File: src/design/adam_pkg.sv
`default_nettype none

package adam_pkg;

    // bus widths
    localparam int unsigned ADDR_WIDTH = 16;
    localparam int unsigned DATA_WIDTH = 32;
    localparam int unsigned STRB_WIDTH = DATA_WIDTH / 8;

    typedef logic [ADDR_WIDTH-1:0] addr_t;
    typedef logic [DATA_WIDTH-1:0] data_t;
    typedef logic [STRB_WIDTH-1:0] strb_t;

    // local word memory
    localparam int unsigned MEM_WORDS     = 256;
    localparam int unsigned MEM_IDX_WIDTH = $clog2(MEM_WORDS);

    // one reset and one pause bit for each controlled unit
    localparam int unsigned NO_UNITS = 4;

    typedef logic [NO_UNITS-1:0] unit_mask_t;

    // address map as inclusive byte windows
    localparam addr_t MEM_BASE  = 16'h0000;
    localparam addr_t MEM_LIMIT = 16'h03FF;
    localparam addr_t CFG_BASE  = 16'h1000;
    localparam addr_t CFG_LIMIT = 16'h101F;

    // register offsets inside the configuration window
    localparam addr_t CFG_UNIT_OFFSET = 16'h0000;
    localparam addr_t CFG_BOOT_OFFSET = 16'h0010;

    localparam addr_t BOOT_ADDR_RESET = 16'h0100;

    typedef enum logic [1:0] {
        TGT_MEM,
        TGT_CFG,
        TGT_NONE
    } target_e;

endpackage

`default_nettype wire
File: src/design/adam_mem_if.sv
`default_nettype none
`timescale 1ns/1ps

interface adam_mem_if;
    import adam_pkg::*;

    logic  req;
    logic  we;
    addr_t addr;
    strb_t be;
    data_t wdata;
    data_t rdata;

    // decoder side
    modport initiator (output req, we, addr, be, wdata, input rdata);

    // memory or register side
    modport target (input req, we, addr, be, wdata, output rdata);

endinterface

`default_nettype wire

File: src/design/adam_syscfg.sv
`default_nettype none
`timescale 1ns/1ps

module adam_syscfg (
    input  logic clk_i,
    input  logic arst_n_i,

    adam_mem_if.target bus_i,

    output adam_pkg::unit_mask_t unit_rst_o,
    output adam_pkg::unit_mask_t unit_pause_o,
    output adam_pkg::addr_t      boot_addr_o
);
    import adam_pkg::*;

    unit_mask_t unit_rst_q;
    unit_mask_t unit_pause_q;
    addr_t      boot_addr_q;

    addr_t      word_addr;
    unit_mask_t unit_sel;
    logic       boot_sel;
    data_t      rd_value;

    assign word_addr = {bus_i.addr[ADDR_WIDTH-1:2], 2'b00};
    assign boot_sel  = (word_addr == CFG_BOOT_OFFSET);

    // one control word per unit
    always_comb begin
        for (int i = 0; i < NO_UNITS; i++) begin
            unit_sel[i] = (word_addr == addr_t'(CFG_UNIT_OFFSET + 4 * i));
        end
    end

    always_ff @(posedge clk_i or negedge arst_n_i) begin
        if (!arst_n_i) begin
            unit_rst_q   <= '1;
            unit_pause_q <= '0;
            boot_addr_q  <= BOOT_ADDR_RESET;
        end else if (bus_i.req && bus_i.we) begin
            for (int i = 0; i < NO_UNITS; i++) begin
                if (unit_sel[i] && bus_i.be[0]) begin
                    unit_rst_q[i]   <= bus_i.wdata[0];
                    unit_pause_q[i] <= bus_i.wdata[1];
                end
            end
            if (boot_sel && bus_i.be[0]) begin
                boot_addr_q[7:0] <= bus_i.wdata[7:0];
            end
            if (boot_sel && bus_i.be[1]) begin
                boot_addr_q[15:8] <= bus_i.wdata[15:8];
            end
        end
    end

    // holes in the map read as zero
    always_comb begin
        rd_value = '0;
        for (int i = 0; i < NO_UNITS; i++) begin
            if (unit_sel[i]) begin
                rd_value[1:0] = {unit_pause_q[i], unit_rst_q[i]};
            end
        end
        if (boot_sel) begin
            rd_value[ADDR_WIDTH-1:0] = boot_addr_q;
        end
    end

    always_ff @(posedge clk_i or negedge arst_n_i) begin
        if (!arst_n_i) begin
            bus_i.rdata <= '0;
        end else begin
            bus_i.rdata <= (bus_i.req && !bus_i.we) ? rd_value : '0;
        end
    end

    assign unit_rst_o   = unit_rst_q;
    assign unit_pause_o = unit_pause_q;
    assign boot_addr_o  = boot_addr_q;

endmodule

`default_nettype wire

File: src/flat_wrapper.sv
// flat-port wrapper written by rule: the top's interface ports become plain ports
module adam_syscfg_flat import adam_pkg::*;
  (clk_i, arst_n_i, unit_rst_o, unit_pause_o, boot_addr_o, bus_i_req, bus_i_we, bus_i_addr, bus_i_be, bus_i_wdata, bus_i_rdata);
  adam_mem_if bus_i_i ();
  input  logic clk_i;
  input  logic arst_n_i;
  output adam_pkg::unit_mask_t unit_rst_o;
  output adam_pkg::unit_mask_t unit_pause_o;
  output adam_pkg::addr_t boot_addr_o;
  input wire logic [$bits(bus_i_i.req)-1:0] bus_i_req;
  input wire logic [$bits(bus_i_i.we)-1:0] bus_i_we;
  input wire logic [$bits(bus_i_i.addr)-1:0] bus_i_addr;
  input wire logic [$bits(bus_i_i.be)-1:0] bus_i_be;
  input wire logic [$bits(bus_i_i.wdata)-1:0] bus_i_wdata;
  output wire logic [$bits(bus_i_i.rdata)-1:0] bus_i_rdata;
  assign bus_i_i.req = bus_i_req;
  assign bus_i_i.we = bus_i_we;
  assign bus_i_i.addr = bus_i_addr;
  assign bus_i_i.be = bus_i_be;
  assign bus_i_i.wdata = bus_i_wdata;
  assign bus_i_rdata = bus_i_i.rdata;
  adam_syscfg u_core (.clk_i(clk_i), .arst_n_i(arst_n_i), .bus_i(bus_i_i), .unit_rst_o(unit_rst_o), .unit_pause_o(unit_pause_o), .boot_addr_o(boot_addr_o));
endmodule
File: config.mk
export PLATFORM = sky130hd
export DESIGN_NAME = adam_syscfg_flat
export DESIGN_NICKNAME = d
export VERILOG_FILES = /design/src/design/adam_pkg.sv /design/src/design/adam_mem_if.sv /design/src/design/adam_syscfg.sv /design/src/flat_wrapper.sv
export SDC_FILE = /design/constraint.sdc
export NUM_CORES = 1
export LEC_CHECK = 0
export BUFFER_PORTS_ARGS = -buffer_cell sky130_fd_sc_hd__buf_2
export CAP_MARGIN = 5
export CORE_ASPECT_RATIO = 1.1
export CORE_MARGIN = 1.5
export CORE_UTILIZATION = 28
export DETAILED_ROUTE_END_ITERATION = 16
export GPL_ROUTABILITY_DRIVEN = 0
export PLACE_DENSITY = 0.67
export SLEW_MARGIN = 40
export SYNTH_ARGS = -nofsm -noshare
export SYNTH_HDL_FRONTEND = slang
export SYNTH_SLANG_ARGS = --single-unit
File: constraint.sdc
create_clock -name clk_i -period 1.2 [get_ports clk_i]
set_clock_uncertainty 0.2 [all_clocks]
set_input_delay 0.06 -clock clk_i [delete_from_list [all_inputs] [get_ports clk_i]]
set_output_delay 0.06 -clock clk_i [all_outputs]
set_load 0.03 [all_outputs]
# After elaboration in Yosys (flattened, before gate mapping)
# Cells that the tools add are included.
dict set report word_totals {
  reg_bits 56
  inputBits 56
  output_inout_bits 56
  wordCells 37
}
dict set report classes {
  eq_ne 4
  muxes 6
  n_reduce_logical 16
}
# operator count
set op_table {}
lappend op_table {{$mux W16} 2}
lappend op_table {{$eq A14 B2 Y1 const B} 2}
lappend op_table {{$logic_not A16 Y1} 1}
lappend op_table {{$eq A14 B1 Y1 const B} 1}
lappend op_table {{$eq A14 B3 Y1 const B} 1}
lappend op_table {{$reduce_and A2 Y1} 6}
lappend op_table {{$logic_and A1 B1 Y1} 8}
lappend op_table {{$mux W2} 4}
lappend op_table {{$logic_not A1 Y1} 1}

# Depth between registers and ports, before layout
dict set report logic_depth {
  depth_word 7
  mapped_depth 5
  depth_no_buf 4
}

# Least setup slack after synthesis
# No wires, ideal clock.
dict set report synth_path {
  path_type {input-to-reg}
  start {input port bus_i_addr[12]}
  end {register u_core.boot_addr_q[0], in the netlist u_core.boot_addr_o[0]}
  arrival_time_ps 1292
  path_slack_ps -417
  cell_stages 4
  path_cell_list {nor4b_2 > nand3_2 > nor3_4 > mux2_2}
}
dict set report synth_between {
  elab_chain_cells 3
}
# element line
set synth_lines {}
lappend synth_lines {{from (decl)} flat_wrapper.sv:12} ;# input wire logic [$bits(bus_i_i.addr)-1:0] bus_i_addr;
lappend synth_lines {{$eq A14 B3 Y1} adam_syscfg.sv:26} ;# assign boot_sel = (word_addr == CFG_BOOT_OFFSET);
lappend synth_lines {{$logic_and A1 B1 Y1} adam_syscfg.sv:47} ;# if (boot_sel && bus_i.be[0]) begin
lappend synth_lines {{$reduce_and A2 Y1 (no line)} n/a}
lappend synth_lines {{to (signal assigned)} adam_syscfg.sv:48} ;# boot_addr_q[7:0] <= bus_i.wdata[7:0];
lappend synth_lines {{to (decl)} adam_syscfg.sv:18} ;# addr_t boot_addr_q;
# Every way passes these cells.
# A chain may end at the register's enable or synchronous reset.

# Final worst setup path
dict set report layout_path {
  start {register u_core.unit_pause_q[3], in the netlist u_core.unit_pause_o[3]}
  end {register u_core.bus_i.rdata[1]}
}
dict set report layout_between {
  elab_chain_cells 3
}
# element line
set layout_lines {}
lappend layout_lines {{from (decl)} adam_syscfg.sv:17} ;# unit_mask_t unit_pause_q;
lappend layout_lines {{from (signal, indexed assignment)} adam_syscfg.sv:44} ;# unit_pause_q[i] <= bus_i.wdata[1];
lappend layout_lines {{$mux W2} adam_syscfg.sv:60} ;# if (unit_sel[i]) begin
lappend layout_lines {{$mux W16} adam_syscfg.sv:64} ;# if (boot_sel) begin
lappend layout_lines {{$mux W16} adam_syscfg.sv:73} ;# bus_i.rdata <= (bus_i.req && !bus_i.we) ? rd_value : '0;
lappend layout_lines {{to (signal assigned)} adam_syscfg.sv:73}
lappend layout_lines {{to (decl)} adam_mem_if.sv:18} ;# modport target (input req, we, addr, be, wdata, output rdata);
# Every way passes these cells.

==> impl_metrics.json <==
{
  "grt_antenna_before_repair": 0,
  "worst_r2r_path_depth": 3,
  "pre_cts_ws_ns": -0.5428,
  "vdd_drop_max_v": 0.0004473,
  "htreeDepth": 2,
  "ys_warn_count": 0,
  "io_pins": 112,
  "grt_max_degree": 41,
  "worst_slew_pin_slew_ns": 0.6056,
  "layout-drive-gt1-share": 0.6194,
  "relSlewSlack": 0.5906,
  "coreArea_um2": 5878,
  "setup_viol": 35,
  "crit_required_ns": 1.17,
  "clock_sinks": 40,
  "grtUsageTotal": 0.1370,
  "drt-initial-drc-count": 40,
  "crit_fanout": 2,
  "hold_viol_final": 0,
  "overflow": 0,
  "grt_pass1_vias": 1483,
  "drc": 0,
  "r2r_start": "u_core.unit_pause_o[3]",
  "max_freq_ghz": 0.7031,
  "port_buffers": 75,
  "period_minus_slack_ns": 1.422,
  "die_h_um": 85.45,
  "syn_inst": 122,
  "hpwl_um": 2947,
  "holdCritStartpoint": "bus_i_addr[15]",
  "cts_buffers": 5,
  "routed_wl_um": 4362,
  "cp-end-kind": "flop",
  "r2r-end": "u_core.bus_i.rdata[1]",
  "arrival_ns": 1.40,
  "cts_buffer_depth": 2,
  "diodes": 0,
  "clk_pin_slew_worst_paths_ns": 0.07,
  "root_buffer": "clkbuf_8",
  "finalCritPeriodShare": 1.185,
  "fin_hold_ws_ns": 0.04916,
  "reg2reg_slack_ns": -0.22,
  "p_leak_nw": 1.513,
  "start_util": 0.2944,
  "tns_ns": -4.330,
  "status": "finished, violations left",
  "holdPathStages": 5,
  "tritoncts": "done",
  "vias": 1369,
  "grt_pass1_wl_um": 6962,
  "synth_area_um2": 1730,
  "slew_violations": 0,
  "synth.distinct_cells": 24,
  "ys_ff_latch": 40,
  "drv_cap": 0,
  "critPathLaunchType": "flop",
  "postRouteAntennaNets": 0,
  "clk_latency_ns": 0.29,
  "hold_class": "in2reg",
  "drtPass1Iterations": 4,
  "crit_type": "reg2reg",
  "vias_per_cell": 4.225,
  "cellPowerDensity_nw_per_um2": 942.2,
  "synth_area_per_cell_um2": 14.18,
  "setup_slack_ns": -0.2223,
  "min_to": "u_core.bus_i.rdata[0]",
  "seq_area_frac_synth": 0.5821,
  "row_count": 29,
  "wl_per_cell_um": 13.46,
  "die_w_um": 77.96,
  "nets": 302,
  "rsz0062_at_grt": "yes",
  "fp.dieArea_um2": 6661,
  "syn_to_final_growth_pct": 66.09,
  "violations": "setup timing"
}
## area by class of cell
type	count	area (µm²)
clock buffers	6	72.57
clock inverters	2	35.03
fillers	526	3004
multi-input cells	78	743.2
well taps	77	96.34
inverters	2	7.507
repair buffers	119	907.1
flip-flops and latches	40	1012
## metal layers
metal  share of wire  global-route usage
met3           0.051             0.03656
met2            0.53              0.2372
met5               0                   0
met4           0.028             0.07630
met1            0.39              0.1520
## where the power goes
part | switching, mW | internal (mW)
registers | 0.000219 | 1.35
logic | 0.164 | 0.129
clock network | 0.450 | 0.617
total | 0.614 | 2.09
## timing repair
action,CTS,global route
gates resized for setup,42,9
gates cloned,0,0
setup endpoints to repair,35,50
hold buffers,20,0
hold endpoints to repair,66,0
pin swaps,2,2
setup buffers,4,2
## worst max-delay path by stage
stage / from / slack, ns / depth (start not counted) / end
floorplan: bus_i_addr[7] / -0.33 / 4 / u_core.boot_addr_o[0]
global placement: bus_i_addr[12] / -0.53 / 5 / u_core.unit_pause_o[3]
detailed placement: bus_i_addr[12] / -0.54 / 5 / u_core.unit_pause_o[3]
CTS: u_core.unit_pause_o[3] / -0.21 / 3 / u_core.bus_i.rdata[1]
global route: bus_i_addr[7] / -0.29 / 6 / u_core.boot_addr_o[14]
finish: u_core.unit_pause_o[3] / -0.22 / 3 / u_core.bus_i.rdata[1]
## kinds of logic after synthesis
logic type	share of synthesized area
DFF	0.5821
and+or+nand+nor	0.1490
muxes	0.1822
buffers and inverters	0.07592
AOI/OAI and AO/OA	0.008674
other	0.002167
## flip-flops by register name (all words and copies together), names as in the netlist
signal,cells
u_core.bus_i.rdata,16
u_core.unit_rst_o,4
u_core.boot_addr_o,16
u_core.unit_pause_o,4
## synth_stat cells, drive strengths merged
cell,count,area (µm²)
a22oi,2,15.01
and2,14,87.58
buf,16,120.1
clkbuf,1,3.750
conb,1,3.750
dfrtp,35,875.8
dfstp,5,131.4
inv,2,7.510
mux2,24,270.3
mux4,2,45.04
nand2,2,7.510
nand3,1,10.01
nand4,1,6.260
nand4b,1,8.760
nor2,1,3.750
nor3,9,72.57
nor4,1,21.27
nor4b,2,23.77
nor4bb,1,10.01
or3,1,6.260
## per-stage QoR
step                cells  total power [mW]  utilization  area, µm²
global route          324             2.840       0.4889       2874
detailed placement    293             1.594       0.3995       2349
finish                324             2.708       0.4889       2874
CTS                   324             2.728       0.4842       2846
global placement      293             1.592       0.3995       2349
floorplan             137             1.504            -       1819
## critical path: stages (launching register included)
cell and delay (ns):
dfrtp_2 0.42, mux4_2 0.48, a22oi_2 0.14, nor3_1 0.07
## placed cells by master, fill, tap and decap left out, types with 3 or more instances in the layout
| master | count |
|---|---|
| clkbuf_8 | 5 |
| dfstp_2 | 5 |
| and2_1 | 14 |
| buf_6 | 23 |
| nor3_4 | 5 |
| buf_2 | 59 |
| buf_4 | 15 |
| conb_1 | 16 |
| mux2_2 | 17 |
| dlygate4sd3_1 | 20 |
| mux2_4 | 6 |
| nor3_1 | 3 |
| dfrtp_2 | 4 |
| dfrtp_1 | 31 |
Note: power is estimated with default switching activity, not from simulation.
