<file path="src/design/adam_pkg.sv">
`default_nettype none

package adam_pkg;

    // bus widths
    localparam int unsigned ADDR_WIDTH = 16;
    localparam int unsigned DATA_WIDTH = 32;
    localparam int unsigned STRB_WIDTH = DATA_WIDTH / 8;

    typedef logic [ADDR_WIDTH-1:0] addr_t;
    typedef logic [DATA_WIDTH-1:0] data_t;
    typedef logic [STRB_WIDTH-1:0] strb_t;

    // local word memory
    localparam int unsigned MEM_WORDS     = 256;
    localparam int unsigned MEM_IDX_WIDTH = $clog2(MEM_WORDS);

    // one reset and one pause bit for each controlled unit
    localparam int unsigned NO_UNITS = 4;

    typedef logic [NO_UNITS-1:0] unit_mask_t;

    // address map as inclusive byte windows
    localparam addr_t MEM_BASE  = 16'h0000;
    localparam addr_t MEM_LIMIT = 16'h03FF;
    localparam addr_t CFG_BASE  = 16'h1000;
    localparam addr_t CFG_LIMIT = 16'h101F;

    // register offsets inside the configuration window
    localparam addr_t CFG_UNIT_OFFSET = 16'h0000;
    localparam addr_t CFG_BOOT_OFFSET = 16'h0010;

    localparam addr_t BOOT_ADDR_RESET = 16'h0100;

    typedef enum logic [1:0] {
        TGT_MEM,
        TGT_CFG,
        TGT_NONE
    } target_e;

endpackage

`default_nettype wire
</file>
<file path="src/design/adam_resp_mux.sv">
`default_nettype none
`timescale 1ns/1ps

module adam_resp_mux (
    input  logic              clk_i,
    input  logic              arst_n_i,
    input  logic              req_i,
    input  logic              we_i,
    input  adam_pkg::target_e target_i,
    input  adam_pkg::data_t   mem_rdata_i,
    input  adam_pkg::data_t   cfg_rdata_i,
    output logic              rvalid_o,
    output adam_pkg::data_t   rdata_o,
    output logic              err_o
);
    import adam_pkg::*;

    logic    req_q;
    logic    we_q;
    target_e target_q;

    // register each request and answer it one cycle later
    always_ff @(posedge clk_i or negedge arst_n_i) begin
        if (!arst_n_i) begin
            req_q    <= 1'b0;
            we_q     <= 1'b0;
            target_q <= TGT_NONE;
        end else begin
            req_q    <= req_i;
            we_q     <= we_i;
            target_q <= target_i;
        end
    end

    assign rvalid_o = req_q;
    assign err_o    = req_q && (target_q == TGT_NONE);

    always_comb begin
        rdata_o = '0;
        if (req_q && !we_q) begin
            case (target_q)
                TGT_MEM: rdata_o = mem_rdata_i;
                TGT_CFG: rdata_o = cfg_rdata_i;
                default: rdata_o = '0;
            endcase
        end
    end

endmodule

`default_nettype wire

</file>
<file path="config.mk">
export PLATFORM = sky130hd
export DESIGN_NAME = adam_resp_mux
export DESIGN_NICKNAME = d
export VERILOG_FILES = /design/src/design/adam_pkg.sv /design/src/design/adam_resp_mux.sv
export SDC_FILE = /design/constraint.sdc
export NUM_CORES = 1
export LEC_CHECK = 0
export ABC_AREA = 1
export ABC_CLOCK_PERIOD_IN_PS = 1400
export BUFFER_PORTS_ARGS = -buffer_cell sky130_fd_sc_hd__buf_2
export CAP_MARGIN = 20
export CORE_MARGIN = 1.5
export CORE_UTILIZATION = 32
export DETAILED_ROUTE_END_ITERATION = 12
export GPL_TIMING_DRIVEN = 0
export PLACE_DENSITY = 0.83
export SKIP_LAST_GASP = 1
export SLEW_MARGIN = 0
export SYNTH_ARGS = -nofsm -noshare
export SYNTH_HDL_FRONTEND = slang
export SYNTH_SLANG_ARGS = --single-unit
</file>
<file path="constraint.sdc">
create_clock -name clk_i -period 1.4 [get_ports clk_i]
set_input_delay 0.28 -clock clk_i [delete_from_list [all_inputs] [get_ports clk_i]]
set_output_delay 0.28 -clock clk_i [all_outputs]
set_load 0.02 [all_outputs]
</file>
After elaboration in Yosys (flattened, before gate mapping) --
Index checks and enable logic that the tools add are counted. Widths: inputs -> output; s select.
Storage, ports and cells: flip-flop bits (word level) 4, input bits 70, logic and storage cells 11
Cells by class: equal/unequal tests 2, mux-type cells 2, reductions and logical operators 4
Operators with widths (count):
- $pmux 32 s2 | 1
- $mux 32 | 1
- $eq 2x1->1 const B | 1
- $eq 2x2->1 const B | 1
- $logic_and 1x1->1 | 2
- $logic_not 2->1 | 1
- $logic_not 1->1 | 1

Logic depth before layout (Yosys ltp) --
Gate-level depths: netlist of run 1.
word-level depth 3, gate-level depth with buffers 5, depth with buffers taken out 3

Least setup slack after synthesis of run 1 --
Ideal clock, no wire load.
path kind reg2out, from register target_q[1], to output port err_o, arrival time 1.270 ns, slack -0.150 ns, stages on the path, launching flop included 4, buffers on the path 1, cells stage by stage dfstp_2 -> inv_2 -> buf_6 -> nor3_1
On the way: word-level cells in the longest chain between the ends 2
RTL lines:
- start: declaration | RTL line adam_resp_mux.sv:20 | target_e target_q;
- start signal: assignment | RTL line adam_resp_mux.sv:31 | target_q <= target_i;
- $eq 2x2->1 | RTL line adam_resp_mux.sv:36 | assign err_o = req_q && (target_q == TGT_NONE);
- $logic_and 1x1->1 | RTL line adam_resp_mux.sv:36
- end: declaration | RTL line adam_resp_mux.sv:14 | output logic err_o
No other way between the ends.

Worst setup path in the final report of run 1 --
from register req_q (netlist: rvalid_o), to output port rdata_o[13]
On the way: word-level cells in the longest chain between the ends 2
RTL lines:
- start: declaration | RTL line adam_resp_mux.sv:18 | logic req_q;
- start signal: assignment | RTL line adam_resp_mux.sv:29 | req_q <= req_i;
- $logic_and 1x1->1 | RTL line adam_resp_mux.sv:40 | if (req_q && !we_q) begin
- $mux 32 | RTL line adam_resp_mux.sv:40
- end: declaration | RTL line adam_resp_mux.sv:13 | output adam_pkg::data_t rdata_o,
No other way between the ends.

==> results of run 1 <==
[critical path, delay by kind of cell, from the launching register on]
family | cells | cell delay (ns)
and+or+nand+nor | 1 | 0.21
AOI/OAI and AO/OA | 1 | 0.12
buffers and inverters | 4 | 0.49
DFF | 1 | 0.36
[final cells by class]
type                            instances  area, µm²  share of cell area
Timing Repair Buffer                  111      747.0              0.4129
Multi-Input combinational cell         99      715.7              0.3956
Buffer                                 14      170.2             0.09405
Clock buffer                            4      26.28             0.01452
Sequential cell                         4      102.6             0.05671
Tap cell                               30      37.54             0.02075
Inverter                                2      10.01            0.005532
[placed cells by master (no fill, tap or decap)]
master / n
dlygate4sd3_1: 1
dfrtp_2: 1
a21oi_2: 19
nand2_1: 31
clkbuf_4: 3
buf_6: 27
buf_2: 72
a21oi_1: 1
clkbuf_16: 1
nor3_2: 1
buf_4: 21
nor2_8: 1
inv_2: 1
buf_12: 3
dfrtp_1: 2
a21oi_4: 12
dfstp_2: 1
inv_4: 1
or2_1: 1
nand3_2: 6
nand2_2: 1
clkbuf_1: 1
nand3_1: 26
[sequential cells by signal, summed over array words and instances (netlist names)]
signal    count
rvalid_o      1
target_q      2
we_q          1
[layer usage]
metal | share of wire | wire length, µm
met1 | 0.37 | 1282
met3 | 0.081 | 277
met4 | 0.0047 | 16
met5 | 0 | 0
met2 | 0.54 | 1852
[how the worst max path moves through the flow]
stage	slack, ns	from	end	cells after the start
final	-0.29	rvalid_o	rdata_o[13]	6
after global routing	-0.36	rvalid_o	rdata_o[1]	6
after CTS	-0.27	rvalid_o	rdata_o[7]	6
after detailed placement	-0.10	target_q[0]	rdata_o[12]	6
after global placement	-0.09	target_q[0]	rdata_o[21]	6
after floorplan	-0.04	rvalid_o	rdata_o[1]	5
[what timing repair did]
action	4_1_cts	5_1_grt
endpoints found under the hold margin	3	0
pin swaps	2	1
gates resized for setup	59	25
hold buffers	1	0
setup endpoints to repair	33	33
gates cloned	1	1
setup buffers	1	4
[synthesized netlist by cell type]
library cell,number,area share
a21oi_1,2,0.012
a21oi_2,30,0.33
buf_2,6,0.037
buf_4,2,0.019
buf_6,6,0.084
dfrtp_1,3,0.093
dfstp_2,1,0.033
inv_1,1,0.0047
inv_2,1,0.0047
nand2_1,32,0.15
nand3_1,32,0.20
nor2_8,1,0.025
nor3_1,1,0.0062
or2_1,1,0.0078
[logic make-up (layout without fill, tap and decap cells)]
group | after synthesis | after routing | synth area share
AOI/OAI and AO/OA | 32 | 32 | 0.3385
buffers and inverters | 16 | 131 | 0.1490
DFF | 4 | 4 | 0.1258
and+or+nand+nor | 67 | 67 | 0.3866
[through the flow]
stage          setup WS, ns  TNS, ns  std cells
3_3_place_gp       -0.09000   -1.505        252
2_1_floorplan      -0.03846   -1.029        119
6_report            -0.2868   -8.327        264
3_5_place_dp        -0.1021   -1.878        252
4_1_cts             -0.2678   -8.208        259
5_1_grt             -0.3569   -10.73        264
[power by group through the flow]
stage	Sequential (µW)	Combinational [µW]	Clock, µW
after floorplan	131	195	0
after global placement	129	336	0
after detailed placement	130	340	0
after CTS	129	392	155
after global routing	130	475	165
final	129	443	148
==> impl_metrics.csv, run 1 <==
group,metric,value,unit
outcome,status,"finished with violations",
outcome,violations,"setup timing",
power_and_ir_drop,p_leak,0.0008106,µW
clock_tree,cts.sinks,4,
grt,grt_use_met1,0.1997,
routing,drc,0,
worst_setup_path,path_max_fanout,10,
grt,use_met2,0.4125,
routing,dr.pass1.iters,4,
sta,slew_headroom,0.8654,
floorplan,ios,104,
power_and_ir_drop,peakVddDrop,0.7742,mV
power_and_ir_drop,p_per_area,398.3,mW/mm²
finish,nets,305,
min_path,hold_path_depth,1,
routing,vias,1292,
grt,grt_max_degree,11,
clock_tree,cts.clk_slew.worst_paths,0.04,ns
worst_setup_path,crit_chain,"inv_2, or2_1, buf_6, buf_12, a21oi_2, buf_4",
power_and_ir_drop,pwr-share-seq,0.179,
clock_tree,cts_tree,"done",
clock_tree,clk_path_buf_depth,2,
synthesis,yosysWarnings,0,
power_and_ir_drop,power_frac_comb,0.615,
synthesis,syn_area,805.8,µm²
sta,fmax,0.5928,GHz
power_and_ir_drop,p_total,720.7,µW
flow_run,drv_cap,0,
grt,grt.met3_usage,0.02825,
routing,viasPerCell,4.894,
min_path,hold_path.class,"in -> reg",
sta,worstMarginPinSlew,0.2019,ns
grt,grt_busiest_layer,"met2",
worst_setup_path,worstSetupPathType,"reg -> out",
worst_setup_path,crit_slowest_cell,"dfrtp_2",
sta,period_share,1.205,
routing,routed_wirelength,3.429,mm
finish,final_area,0.001809,mm²
synthesis,ys_seq_area_frac,0.1258,
finish,antenna_cells,0,
finish,drive_above_1_share,0.7308,
worst_setup_path,worstPathRequired,1.12,ns
sta,finalMaxSlewViolations,0,
synthesis,synth_cells,119,
synthesis,synth_fp_nets,189,
place,hpwlAfterDp,2.221,mm
power_and_ir_drop,p_int,449.9,µW
floorplan,initial_core_util,0.3313,
synthesis,ys_seq_elements,4,
clock_tree,cts_made_buffers,3,
sta,setup_violations,33,
min_path,worstHoldEndpoint,"target_q[1]",
min_path,hold_start,"target_i[1]",
power_and_ir_drop,power.switching,270.8,µW
power_and_ir_drop,switching_share,0.3758,
clock_tree,root_buffer,"clkbuf_4",
worst_setup_path,startpoint_type,"flip-flop",
floorplan,die-width,53.18,µm
finish,syn_to_final_growth,124.5,%
worst_setup_path,end_kind,"output pin",
grt,grt_pass1_vias,1035,
grt,grt_pass1_wl,4.209,mm
sta,hold_viol,0,
worst_setup_path,critPathMaxStageDelay,0.36,ns
finish,nFillCells,188,
grt,grt_usage,0.1981,
sta,timing.hold.ws,0.1562,ns
routing,wl_per_cell,12.99,µm
grt,grt_remaining_overflow,0,
synthesis,synth.distinct_cells,14,
place,postPlaceCellArea,0.001399,mm²
floorplan,coreArea,0.002432,mm²
clock_tree,cts_max_level,1,
power_and_ir_drop,clkPwrFrac,0.206,
synthesis,avgSynthCellArea,6.771,µm²
sta,rsz0062_at_grt,"yes",
grt,antenna_found_initial,0,
sta,fin_crit,1.687,ns
routing,drt_iter0_drc,25,
finish,finish.utilization,0.7438,
place,gp_congestion,0.6991,
routing,drtAntennaViolNets,0,
sta,setup_ws,-0.2868,ns
floorplan,core.rowCount,18,
floorplan,dieArea,0.002828,mm²
place,portBuffers,103,
floorplan,die_h,53.18,µm
worst_setup_path,cp_data_arrival_time,1.41,ns
No activity file was read; power rests on OpenSTA's default activity.
==> inputs of run 2 (changes only) <==
--- a/config.mk
+++ b/config.mk
@@ -6,14 +6,14 @@
 export NUM_CORES = 1
 export LEC_CHECK = 0
 export ABC_AREA = 1
-export ABC_CLOCK_PERIOD_IN_PS = 1400
+export ABC_CLOCK_PERIOD_IN_PS = 2000
 export BUFFER_PORTS_ARGS = -buffer_cell sky130_fd_sc_hd__buf_2
 export CAP_MARGIN = 20
 export CORE_MARGIN = 1.5
-export CORE_UTILIZATION = 32
+export CORE_UTILIZATION = 34
 export DETAILED_ROUTE_END_ITERATION = 12
 export GPL_TIMING_DRIVEN = 0
-export PLACE_DENSITY = 0.83
+export PLACE_DENSITY = 0.87
 export SKIP_LAST_GASP = 1
 export SLEW_MARGIN = 0
 export SYNTH_ARGS = -nofsm -noshare
==> constraint.sdc (replaced) <==
create_clock -name clk_i -period 2 [get_ports clk_i]
set_input_delay 0.4 -clock clk_i [delete_from_list [all_inputs] [get_ports clk_i]]
set_output_delay 0.4 -clock clk_i [all_outputs]
set_load 0.02 [all_outputs]
==> run 2 against run 1 <==
  * The run now ends clean
  * Clock power is 21% lower
  * Final cell count is 3.4% lower
  * Critical path depth stayed put
  * Non-clock buffer count is 7 lower
  * Die area is 5.6% lower
  * Highest routed layer unchanged
  * Combinational power is 48% lower
==> impl_metrics.csv, run 2 (same netlist as run 1, synthesis figures left out) <==
group,metric,value,unit
finish,nets,298,
finish,nFillCells,225,
place,place_inst,250,
sta,setup_violations,0,
sta,timing.hold.ws,0.2575,ns
min_path,hold_path.class,"in -> reg",
grt,use_met2,0.4060,
grt,grt_remaining_overflow,0,
clock_tree,cts_max_level,1,
sta,rsz0062_at_grt,"no",
grt,grt.met3_usage,0.02586,
worst_setup_path,critPathMaxStageDelay,0.36,ns
worst_setup_path,crit_chain,"buf_6, nor2_8, buf_2, nand2_1, a21oi_2, buf_2",
grt,grt_usage,0.2059,
routing,viasPerCell,4.761,
worst_setup_path,crit_slowest_cell,"dfrtp_1",
finish,antenna_cells,0,
place,gp_congestion,0.6598,
power_and_ir_drop,peakVddDrop,0.2706,mV
worst_setup_path,worstSetupPathType,"reg -> out",
grt,grt_max_degree,11,
sta,slew_headroom,0.8773,
place,portBuffers,103,
worst_setup_path,worstPathRequired,1.60,ns
sta,fin_setup_tns,0,ns
grt,grt_busiest_layer,"met2",
floorplan,coreArea,0.002233,mm²
floorplan,ios,104,
floorplan,die_h,51.68,µm
power_and_ir_drop,p_total,437.1,µW
routing,drtAntennaViolNets,0,
sta,hold_viol,0,
floorplan,dieArea,0.002671,mm²
finish,regMostFlops,"target_q",
place,hpwlAfterDp,2.198,mm
min_path,hold_path_depth,1,
clock_tree,clk_path_buf_depth,2,
sta,fin_crit,1.851,ns
worst_setup_path,startpoint_type,"flip-flop",
finish,drive_above_1_share,0.6740,
floorplan,die-width,51.68,µm
clock_tree,cts.sinks,4,
grt,antenna_found_initial,0,
clock_tree,cts_made_buffers,3,
worst_setup_path,path_max_fanout,10,
floorplan,core.rowCount,17,
grt,grt_pass1_wl,4.264,mm
worst_setup_path,end_kind,"output pin",
clock_tree,cts_tree,"done",
finish,syn_to_final_growth,72.83,%
grt,grt_use_met1,0.2124,
outcome,status,"completed",
finish,largest_reg_flops,2,
flow_run,drv_cap,0,
routing,drc,0,
floorplan,initial_core_util,0.3608,
routing,wl_per_cell,10.75,µm
routing,dr.pass1.iters,4,
finish,final_area,0.001393,mm²
finish,final_common_cell,"buf_2",
finish,stdcell_count,255,
power_and_ir_drop,p_per_area,313.8,mW/mm²
clock_tree,postCtsSetupBuffers,0,
worst_setup_path,cp_data_arrival_time,1.45,ns
clock_tree,cts_resized,0,
place,postPlaceCellArea,0.001356,mm²
clock_tree,root_buffer,"clkbuf_4",
routing,routed_wirelength,2.740,mm
sta,worstMarginPinSlew,0.1841,ns
clock_tree,ctsHoldBuffers,1,
finish,final_cell_mix,"buf_2 (109), nand2_1 (32), nand3_1 (32), a21oi_2 (30), buf_6 (6)",
worst_setup_path,cp_common_cell,"buf_2",
routing,vias,1214,
routing,drt_iter0_drc,20,
clock_tree,cts.clk_slew.worst_paths,0.04,ns
sta,finalMaxSlewViolations,0,
grt,grt_pass1_vias,1096,
sta,fmax,0.5403,GHz
power_and_ir_drop,p_leak,0.0007212,µW
sta,period_share,0.9255,
==> run 2: path summary, 6_finish.rpt <==
check                       startpoint     endpoint  slack, ns
min in group asynchronous     arst_n_i     rvalid_o       0.49
min                              req_i     rvalid_o       0.26
max                        target_q[0]  rdata_o[25]       0.15
max in group asynchronous     arst_n_i  target_q[1]       1.30
==> run 2: per-stage QoR <==
step / worst slack, ns / utilization
3_5_place_dp: 0.4028 / 0.6073
5_1_grt: 0.04737 / 0.6235
2_1_floorplan: 0.3302 / -
4_1_cts: 0.1338 / 0.6235
3_3_place_gp: 0.4142 / 0.6073
6_report: 0.1491 / 0.6235
==> run 2: critical path: cells and delay by family (launching register included) <==
family	cells	cell delay (ns)
DFF	1	0.36
and+or+nand+nor	2	0.19
AOI/OAI and AO/OA	1	0.13
buffers and inverters	3	0.53
==> run 2: cell type report <==
cell class | count | area, µm² | share of cell area
Timing Repair Buffer | 104 | 525.5 | 0.3774
Clock buffer | 4 | 26.28 | 0.01887
Multi-Input combinational cell | 99 | 584.3 | 0.4196
Tap cell | 28 | 35.03 | 0.02516
Inverter | 2 | 7.507 | 0.005391
Buffer | 14 | 112.6 | 0.08086
Sequential cell | 4 | 101.3 | 0.07278
==> run 2: power by group <==
group	total [µW]	switching (µW)	internal, µW
Sequential	89.3	2.98	86.3
Combinational	231	125	106
Clock	117	41.2	75.4
==> run 2: per-layer routing <==
metal,part of all wire,vias to the layer above
met2,0.53,50
met5,0,-
met4,0.016,0
met3,0.069,4
li1,-,623
met1,0.39,537
