--- src/design/adam_pkg.sv ---
`default_nettype none

package adam_pkg;

    // bus widths
    localparam int unsigned ADDR_WIDTH = 16;
    localparam int unsigned DATA_WIDTH = 32;
    localparam int unsigned STRB_WIDTH = DATA_WIDTH / 8;

    typedef logic [ADDR_WIDTH-1:0] addr_t;
    typedef logic [DATA_WIDTH-1:0] data_t;
    typedef logic [STRB_WIDTH-1:0] strb_t;

    // local word memory
    localparam int unsigned MEM_WORDS     = 256;
    localparam int unsigned MEM_IDX_WIDTH = $clog2(MEM_WORDS);

    // one reset and one pause bit for each controlled unit
    localparam int unsigned NO_UNITS = 4;

    typedef logic [NO_UNITS-1:0] unit_mask_t;

    // address map as inclusive byte windows
    localparam addr_t MEM_BASE  = 16'h0000;
    localparam addr_t MEM_LIMIT = 16'h03FF;
    localparam addr_t CFG_BASE  = 16'h1000;
    localparam addr_t CFG_LIMIT = 16'h101F;

    // register offsets inside the configuration window
    localparam addr_t CFG_UNIT_OFFSET = 16'h0000;
    localparam addr_t CFG_BOOT_OFFSET = 16'h0010;

    localparam addr_t BOOT_ADDR_RESET = 16'h0100;

    typedef enum logic [1:0] {
        TGT_MEM,
        TGT_CFG,
        TGT_NONE
    } target_e;

endpackage

`default_nettype wire
--- src/design/adam_mem_if.sv ---
`default_nettype none
`timescale 1ns/1ps

interface adam_mem_if;
    import adam_pkg::*;

    logic  req;
    logic  we;
    addr_t addr;
    strb_t be;
    data_t wdata;
    data_t rdata;

    // decoder side
    modport initiator (output req, we, addr, be, wdata, input rdata);

    // memory or register side
    modport target (input req, we, addr, be, wdata, output rdata);

endinterface

`default_nettype wire

--- src/design/adam_bus_decode.sv ---
`default_nettype none
`timescale 1ns/1ps

module adam_bus_decode (
    input  logic              req_i,
    input  logic              we_i,
    input  adam_pkg::addr_t   addr_i,
    input  adam_pkg::strb_t   be_i,
    input  adam_pkg::data_t   wdata_i,
    output adam_pkg::target_e target_o,

    adam_mem_if.initiator mem_o,
    adam_mem_if.initiator cfg_o
);
    import adam_pkg::*;

    function automatic logic in_window(addr_t addr, addr_t base, addr_t limit);
        return (addr >= base) && (addr <= limit);
    endfunction

    logic mem_hit;
    logic cfg_hit;

    assign mem_hit = in_window(addr_i, MEM_BASE, MEM_LIMIT);
    assign cfg_hit = in_window(addr_i, CFG_BASE, CFG_LIMIT);

    always_comb begin
        if (mem_hit) begin
            target_o = TGT_MEM;
        end else if (cfg_hit) begin
            target_o = TGT_CFG;
        end else begin
            target_o = TGT_NONE;
        end
    end

    // unmapped accesses strobe neither target
    assign mem_o.req   = req_i && (target_o == TGT_MEM);
    assign mem_o.we    = we_i;
    assign mem_o.addr  = addr_i - MEM_BASE;
    assign mem_o.be    = be_i;
    assign mem_o.wdata = wdata_i;

    assign cfg_o.req   = req_i && (target_o == TGT_CFG);
    assign cfg_o.we    = we_i;
    assign cfg_o.addr  = addr_i - CFG_BASE;
    assign cfg_o.be    = be_i;
    assign cfg_o.wdata = wdata_i;

endmodule

`default_nettype wire

--- src/flat_wrapper.sv ---
// flat-port wrapper written by rule: the top's interface ports become plain ports
module adam_bus_decode_flat import adam_pkg::*;
  (req_i, we_i, addr_i, be_i, wdata_i, target_o, mem_o_req, mem_o_we, mem_o_addr, mem_o_be, mem_o_wdata, mem_o_rdata, cfg_o_req, cfg_o_we, cfg_o_addr, cfg_o_be, cfg_o_wdata, cfg_o_rdata);
  adam_mem_if mem_o_i ();
  adam_mem_if cfg_o_i ();
  input  logic req_i;
  input  logic we_i;
  input  adam_pkg::addr_t addr_i;
  input  adam_pkg::strb_t be_i;
  input  adam_pkg::data_t wdata_i;
  output adam_pkg::target_e target_o;
  output wire logic [$bits(mem_o_i.req)-1:0] mem_o_req;
  output wire logic [$bits(mem_o_i.we)-1:0] mem_o_we;
  output wire logic [$bits(mem_o_i.addr)-1:0] mem_o_addr;
  output wire logic [$bits(mem_o_i.be)-1:0] mem_o_be;
  output wire logic [$bits(mem_o_i.wdata)-1:0] mem_o_wdata;
  input wire logic [$bits(mem_o_i.rdata)-1:0] mem_o_rdata;
  output wire logic [$bits(cfg_o_i.req)-1:0] cfg_o_req;
  output wire logic [$bits(cfg_o_i.we)-1:0] cfg_o_we;
  output wire logic [$bits(cfg_o_i.addr)-1:0] cfg_o_addr;
  output wire logic [$bits(cfg_o_i.be)-1:0] cfg_o_be;
  output wire logic [$bits(cfg_o_i.wdata)-1:0] cfg_o_wdata;
  input wire logic [$bits(cfg_o_i.rdata)-1:0] cfg_o_rdata;
  assign mem_o_req = mem_o_i.req;
  assign mem_o_we = mem_o_i.we;
  assign mem_o_addr = mem_o_i.addr;
  assign mem_o_be = mem_o_i.be;
  assign mem_o_wdata = mem_o_i.wdata;
  assign mem_o_i.rdata = mem_o_rdata;
  assign cfg_o_req = cfg_o_i.req;
  assign cfg_o_we = cfg_o_i.we;
  assign cfg_o_addr = cfg_o_i.addr;
  assign cfg_o_be = cfg_o_i.be;
  assign cfg_o_wdata = cfg_o_i.wdata;
  assign cfg_o_i.rdata = cfg_o_rdata;
  adam_bus_decode u_core (.req_i(req_i), .we_i(we_i), .addr_i(addr_i), .be_i(be_i), .wdata_i(wdata_i), .target_o(target_o), .mem_o(mem_o_i), .cfg_o(cfg_o_i));
endmodule
--- config.mk ---
export PLATFORM = sky130hd
export DESIGN_NAME = adam_bus_decode_flat
export DESIGN_NICKNAME = d
export VERILOG_FILES = /design/src/design/adam_pkg.sv /design/src/design/adam_mem_if.sv /design/src/design/adam_bus_decode.sv /design/src/flat_wrapper.sv
export SDC_FILE = /design/constraint.sdc
export NUM_CORES = 1
export LEC_CHECK = 0
export BUFFER_PORTS_ARGS = -buffer_cell sky130_fd_sc_hd__clkbuf_2
export CAP_MARGIN = 20
export CORE_AREA = 5 5 85 87
export DETAILED_ROUTE_END_ITERATION = 16
export DIE_AREA = 0 0 90 92
export PLACE_DENSITY_LB_ADDON = 0.12
export REMOVE_ABC_BUFFERS = 1
export SYNTH_ARGS = -nofsm -noshare
export SYNTH_HDL_FRONTEND = slang
export SYNTH_SLANG_ARGS = --single-unit
--- constraint.sdc ---
create_clock -name vclk -period 4.9
set_clock_uncertainty 0.05 [all_clocks]
set_input_delay 0.98 -clock vclk [all_inputs]
set_output_delay 0.98 -clock vclk [all_outputs]
set_load 0.05 [all_outputs]
# ---- After elaboration in Yosys (flattened, before gate mapping)
# Cells that the tools add are included.
dict set report totals {
  reg_bits 0
  in_bits 118
  output_inout_bits 110
  wordCells 13
}
dict set report op_classes {
  n_addsub 1
  n_lt_le_gt_ge 4
  n_eq_ne 1
  mux 2
  reduce_logical 5
}
# op count
set ops {}
lappend ops {{16-bit by 1-bit >= comparator with 1-bit output (second input constant)} 1}
lappend ops {{16-bit by 13-bit >= comparator with 1-bit output (second input constant)} 1}
lappend ops {{16-bit by 10-bit less-or-equal comparator with 1-bit output (second input constant)} 1}
lappend ops {{16-bit by 13-bit less-or-equal comparator with 1-bit output (second input constant)} 1}
lappend ops {{16-bit by 13-bit subtractor with 16-bit output (second input constant)} 1}
lappend ops {{1-bit logical AND} 4}
lappend ops {{2-bit two-way mux} 2}
lappend ops {{2-bit by 1-bit equality test with 1-bit output (second input constant)} 1}
lappend ops {{2-bit logical NOT} 1}

# ---- Logic depth before layout (Yosys ltp)
# Gate-level depths: netlist of the first run.
dict set report depth {
  ltp_word 6
  ltp_mapped 6
  ltp_nobuf 6
}

# ---- Worst setup path after synthesis of the first run
# Ideal clock, no wire load.
dict set report synth_timing {
  kind {input -> output}
  from {in addr_i[12]}
  to {out target_o[0]}
  arrival_time_ps 2660
  t_required_ps 3870
  path_slack_ps 1210
  path_stages 5
  n_path_buf 0
  cell_sequence {inv_1 -> ha_1 -> and2b_4 -> a221oi_2 -> nor2b_1}
}
dict set report synth_between {
  elab_chain_cells 4
  elab_cells_between_ends 8
  cone_classes {order compare (4); mux (2); reduce/logical (2)}
}
# item line_no
set synth_lines {}
lappend synth_lines {{from (decl)} flat_wrapper.sv:8} ;# input adam_pkg::addr_t addr_i;
lappend synth_lines {{16-bit by 13-bit >= comparator with 1-bit output / 16-bit by 13-bit less-or-equal comparator with 1-bit output (equally long branches)} adam_bus_decode.sv:18} ;# return (addr >= base) && (addr <= limit);
lappend synth_lines {{1-bit logical AND} adam_bus_decode.sv:18}
lappend synth_lines {{2-bit two-way mux} adam_bus_decode.sv:30} ;# end else if (cfg_hit) begin
lappend synth_lines {{2-bit two-way mux (*)} adam_bus_decode.sv:28} ;# if (mem_hit) begin
lappend synth_lines {{to (decl)} flat_wrapper.sv:11} ;# output adam_pkg::target_e target_o;
# Mark *: on every way between the ends. The rest lies on a longest branch, timed or not.

# ---- Final worst setup path of the first run
dict set report layout_timing {
  from {in addr_i[12]}
  to {out cfg_o_req}
}
dict set report layout_between {
  elab_chain_cells 6
  elab_cells_between_ends 10
  cone_classes {order compare (4); eq/ne (1); mux (2); reduce/logical (3)}
}
# item line_no
set layout_lines {}
lappend layout_lines {{16-bit by 13-bit >= comparator with 1-bit output / 16-bit by 13-bit less-or-equal comparator with 1-bit output (equally long branches)} adam_bus_decode.sv:18}
lappend layout_lines {{1-bit logical AND} adam_bus_decode.sv:18}
lappend layout_lines {{2-bit two-way mux} adam_bus_decode.sv:30}
lappend layout_lines {{2-bit two-way mux (*)} adam_bus_decode.sv:28}
lappend layout_lines {{2-bit by 1-bit equality test with 1-bit output (*)} adam_bus_decode.sv:44} ;# assign cfg_o.req = req_i && (target_o == TGT_CFG);
lappend layout_lines {{1-bit logical AND (*)} adam_bus_decode.sv:44}
lappend layout_lines {{to (decl)} flat_wrapper.sv:18} ;# output wire logic [$bits(cfg_o_i.req)-1:0] cfg_o_req;
# Marked as above.

==> impl_results.md, run 1 <==
- Status: finished clean
- Max-cap violations: 0
- Grt ovf: 0
- Share of cells above drive strength 1: 69.9%
- Area growth from synthesis to final layout: -40.3%
- Worst min-delay path category: primary input to output pin
- Placed cell areas: about 600 um2
- Register area share after synthesis: 0%
- Hpwl dp: roughly 6500 um
- Cell area after layout: between 500 and 600 um2
- Most common cell after layout, fill and taps aside: clkbuf_2
- Distinct cells, synth: 20
- Synth Cell Area: between 1000 and 1500 um2
- Fin. Hold Viols: 0
- Post-CTS setup buffers: 0
- Routed vias: between 500 and 600
- Pin count of the biggest net entering global routing: 8
- Vias/cell: 3.54
- Sequential cells: 0
- Initial DRC count: 6
- CTS Hold Bufs: 0
- Nets: 206
- Setup crit start kind: primary input
- Cell depth of the worst hold path: 0
- WP buf/inv: 3
- Critical path type: primary input to output pin
- P per Cell Area: 164 nW/um2
- Critical path required time: slightly below 4 ns
- Setup repair after global routing missed its margin: false
- Rows: 29
- CP startpoint: addr_i[12]
- Synth warnings: 0
- # diodes: 0
- Initial antenna violation count: 0
- DR DRC count: 0
- Core box area: between 6000 and 7000 um2
- Total power: roughly 98 uW
- Most frequent cells in the layout: clkbuf_2 (53), nor3_1 (4), inv_1 (3), ha_1 (3)
- Crit path top cell by count: clkbuf_2
- Core Util, Final: 9.55%
- # port buffers: 53
- Gate count of the mapped netlist: ~130
- Leakage: 0.000322 uW
- Router iterations before antenna repair: 4
- Final wirelength: ~6700 um
- Number of global-route vias before repair: 626
- Top Ports: ~230
- Critical path depth in cells: 8
- Slowest CP cell: nor4b_2
- Die ar.: 8280 um2
- Crit-path leading delay family: simple AND/OR/NAND/NOR gates
- Drt wl/cell: about 42 um
- Slowest cell delay on critical path: 0.39 ns
- Syn Area/Cell: between 7 and 8 um2
- FMAX: approximately 280 MHz
- # resized after CTS: 0
- Worst rel slew slack: about three quarters
- Final min period: approximately 3.6 ns
- Die Wd: 90 um
- Register area: 0 um2
- Critical path fanouts, max: 4
- # setup viols final: 0
- Critical Path AT: between 2 and 3 ns
- Worst path cell trace: clkbuf_2 -> inv_1 -> ha_1 -> and4_1 -> a41oi_1 -> nor4b_2 -> and3b_1 -> clkbuf_2
- Setup TNS Final: 0 ns
- Initial core utilization: between 10% and 20%
- Max Slew Vio Count: 0
- GRT Util Overall: approximately 15%
- Worst-Margin Slew: 0.397 ns
- GP Congestion: 0.697
- First-pass GRT wire length: between 8000 and 9000 um
- Setup crit end kind: output pin
- Crit share post-route: about three quarters
- Clk_buf instances: 0
- Critical hold path startpoint: wdata_i[6]
- Peak supply drop: about 38 uV
- Post-route ant nets: 0
- DIE HEIGHT: between 90 and 100 um
per-stage QoR:
step	std cells	worst slack, ns	hold slack (ns)
after floorplan	30	1.21	1.91
after global placement	160	1.27	1.91
after detailed placement	160	1.27	1.91
after CTS	160	1.27	1.91
after global routing	160	1.11	1.91
final	160	1.31	1.91
layer usage:
metal  GRT usage, %  part of all wire [%]  vias up
met5           7.14                  0.76        -
met4           5.46                   4.4        2
met3           20.1                    28       13
met2           30.1                    57      116
met1           4.24                   9.9      212
li1               -                     -      223
area by class of cell:
class | count | area [um2]
Timing Repair Buffer | 53 | 265
Tap cell | 77 | 96.3
Multi-Input combinational cell | 27 | 226
Fill cell | 735 | 5680
Inverter | 3 | 11.3
report_power, final:
group	leakage (uW)	internal, uW	switching [uW]	total (uW)
sequential	0	0	0	0
combinational	0.000322	20.2	77.8	98.1
clock	0	0	0	0
total	0.000322	20.2	77.8	98.1
cell usage after synthesis:
cell        n  area (um2)
buf_4     102         766
nor3_1      4        20.0
ha_1        3        37.5
inv_1       3        11.3
and2_1      2        12.5
and4_1      2        17.5
nor2_1      2        7.51
xor2_1      2        17.5
a221oi_2    1        15.0
a31oi_1     1        6.26
a41oi_1     1        8.76
and2b_4     1        10.0
and3b_1     1        8.76
nand2_1     1        3.75
nand3_2     1        10.0
nor2b_1     1        6.26
nor3b_4     1        18.8
nor4_1      1        6.26
nor4b_2     1        15.0
o21ai_0     1        5.00
final timing paths:
path | end | slack [ns]
setup / recovery | cfg_o_req | 1.31
hold / removal | mem_o_wdata[6] | 1.91
cells by family (layout without fill, tap and decap cells):
| kind of cell | count (synthesis) | in the layout | synth area share, % |
|---|---|---|---|
| adders and majority gates | 3 | 3 | 3.74 |
| AOI/OAI and AO/OA | 4 | 4 | 3.49 |
| buffers and inverters | 105 | 56 | 77.4 |
| xor gates and xnor gates | 2 | 2 | 1.75 |
| and+or+nand+nor | 18 | 18 | 13.6 |
(Power assumes the default switching activity.)
==> inputs of run 2 (changes only) <==
--- a/config.mk
+++ b/config.mk
@@ -5,6 +5,7 @@
 export SDC_FILE = /design/constraint.sdc
 export NUM_CORES = 1
 export LEC_CHECK = 0
+export ABC_AREA = 1
 export BUFFER_PORTS_ARGS = -buffer_cell sky130_fd_sc_hd__clkbuf_2
 export CAP_MARGIN = 20
 export CORE_AREA = 5 5 85 87
==> constraint.sdc (replaced) <==
create_clock -name vclk -period 3.4
set_clock_uncertainty 0.05 [all_clocks]
set_input_delay 0.68 -clock vclk [all_inputs]
set_output_delay 0.68 -clock vclk [all_outputs]
set_load 0.05 [all_outputs]
==> impl_results.md, run 2 <==
- Status: finished clean
- Combinational Power Share: 100.0% (about the same)
- Placed cell areas: 669 um2 (+12%)
- Commonest cells in the synthesized netlist: buf_4 (102), inv_1 (11), nor2_1 (9), nand2_1 (8), nand2_2 (6)
- Cell area after layout: 669 um2 (+12%)
- Post-CTS setup buffers: 0 (unchanged)
- Hold EP: cfg_o_be[0]
- Routed vias: 664 (+17%)
- P per Cell Area: 219 nW/um2 (+34%)
- Top Ports: 228 (unchanged)
- Crit share post-route: just under 80%
- Share of cells above drive strength 1: 63.0% (-6.9 points)
- Pint: 29.6 uW (+46%)
- Critical Path AT: 1.91 ns (-0.65 ns)
- # setup viols final: 0 (unchanged)
- Cell depth of the worst hold path: 0 (unchanged)
- Leakage: 0.000375 uW (+16%)
- Peak supply drop: 46.4 uV (+23%)
- Max Slew Vio Count: 0 (unchanged)
- Synth Cell Area: 1070 um2 (+7.0%)
- Slowest cell delay on critical path: 0.30 ns (-0.09 ns)
- Multi-input gate area: 263 um2 (+16%)
- Filler Cells Inserted: 738 (+0.41%)
- Worst min-delay path category: primary input to output pin
- Synth top area share: 71.3% (-5.0 points)
- Most frequent cells in the layout: clkbuf_2 (53), inv_1 (11), nor2_1 (9)
- Total power: 147 uW (+50%)
- Fin. Hold Viols: 0 (unchanged)
- Vias/cell: 3.59 (+1.5%)
- Gate count of the mapped netlist: 157 (+19%)
- DIE HEIGHT: 92 um (unchanged)
- Critical path type: primary input to output pin
- Critical path required time: 2.67 ns (-1.20 ns)
- Post-Layout Cell Count: 185 (+16%)
- Hpwl dp: 6590 um (+1.4%)
- Setup crit end kind: output pin
- Initial core utilization: 17.1% (+1.1 points)
- Initial DRC count: 12 (+6)
- Main area contributors after synthesis: buf_4 (71%), inv_1 (3.8%), ha_1 (3.5%), nand2_2 (3.5%), nor2_1 (3.1%)
- Critical hold path startpoint: be_i[0]
- Area growth from synthesis to final layout: -37.6%
- Post-route ant nets: 0 (unchanged)
- Crit-path leading delay family: buffers and inverters
- Post-synth top area cell: buf_4
- CTS Hold Bufs: 0 (unchanged)
- # port buffers: 53 (unchanged)
- Cells after DPL: 185 (+16%)
- Die ar.: 8280 um2 (unchanged)
- Setup TNS Final: 0 ns (unchanged)
- Switching Fraction: 79.9% (+0.51 points)
- Max-cap violations: 0 (unchanged)
- Sequential fraction of design power: 0% (unchanged)
- Worst path cell trace: clkbuf_2 -> inv_1 -> ha_1 -> inv_1 -> nor2_4 -> nand2_2 -> nand2_2 -> nand3_2 -> nor3_2 -> clkbuf_2
- Synth warnings: 0 (unchanged)
- Worst rel slew slack: 80.3% (+6.9 points)
- Setup crit start kind: primary input
- Psw: 117 uW (+51%)
- Pin count of the biggest net entering global routing: 6 (-2)
- Die Wd: 90 um (unchanged)
- FMAX: ~380 MHz
- Clk_buf instances: 0 (unchanged)
- Syn Area/Cell: 6.84 um2 (-10%)
- Register area: 0 um2 (unchanged)
- Most frequent cell after synthesis: buf_4
- WHS: 1.31 ns (-0.600 ns)
- Setup repair after global routing missed its margin: false
- Core box area: 6280 um2 (unchanged)
- Register area share after synthesis: 0% (unchanged)
- Sequential cells: 0 (unchanged)
- # diodes: 0 (unchanged)
- Critical path fanouts, max: 5 (+1)
- Nets: 231 (+12%)
- Number of global-route vias before repair: 691 (+10%)
- Most common cell after layout, fill and taps aside: clkbuf_2
- Router iterations before antenna repair: 2 (-2)
- WP buf/inv: 4 (+1)
- Distinct cells, synth: 17 (-15%)
- Final min period: between 2 and 3 ns
- Slowest CP cell: clkbuf_2
- GRT Util Overall: 14.9% (-0.085 points)
- Worst-Margin Slew: 0.296 ns (-0.101 ns)
- Grt ovf: 0 (unchanged)
- Final wirelength: 6760 um (+1.1%)
- # resized after CTS: 0 (unchanged)
- First-pass GRT wire length: 8000 um (-1.4%)
- GP Congestion: 0.817 (+17%)
- Clk pwr share: 0% (unchanged)
- Rows: 29 (unchanged)
- Initial antenna violation count: 0 (unchanged)
- DR DRC count: 0 (unchanged)
- Drt wl/cell: 36.5 um (-13%)
## run 2: layer usage
metal  track usage, %  vias to the layer above  wire length, um  share of wire [%]
met3             16.8                        8             1540                 23
met2             30.7                      111             3950                 58
met1             6.19                      268              973                 14
met5             1.19                        -                0                  0
met4             5.09                        0              292                4.3
li1                 -                      277                -                  -
## run 2: through the flow
stage / util (%) / setup slack, ns
global placement: 10.7 / 0.736
detailed placement: 10.7 / 0.725
finish: 10.7 / 0.763
CTS: 10.7 / 0.725
global route: 10.7 / 0.632
floorplan: - / 0.307
## run 2: final cells by class
class / instances / share of cell area, %
repair buffers: 53 / 39.6
inverters: 12 / 6.73
well taps: 77 / 14.4
multi-input cells: 43 / 39.3
## run 2: worst max-delay path by stage
stage	start	end	slack (ns)	cells past startpoint
floorplan	addr_i[12]	target_o[1]	0.31	6
global placement	addr_i[13]	cfg_o_req	0.74	10
detailed placement	addr_i[13]	cfg_o_req	0.72	10
CTS	addr_i[13]	cfg_o_req	0.72	10
global route	addr_i[13]	cfg_o_req	0.63	10
finish	addr_i[13]	cfg_o_req	0.76	10
## run 2: power by group through the flow
| stage | Clock (uW) | Combinational, uW | Sequential, uW |
|---|---|---|---|
| 4_1_cts | 0 | 149 | 0 |
| 2_1_floorplan | 0 | 40.3 | 0 |
| 3_5_place_dp | 0 | 149 | 0 |
| 6_report | 0 | 147 | 0 |
| 3_3_place_gp | 0 | 148 | 0 |
| 5_1_grt | 0 | 154 | 0 |
## run 2: cell families after synthesis
group | after synthesis | share of synthesized area [%]
AO/OA/AOI/OAI | 4 | 2.68
XOR/XNOR | 2 | 1.63
adder cells (fa/ha/maj) | 3 | 3.50
buffers and inverters | 114 | 75.5
AND/OR/NAND/NOR | 34 | 16.7
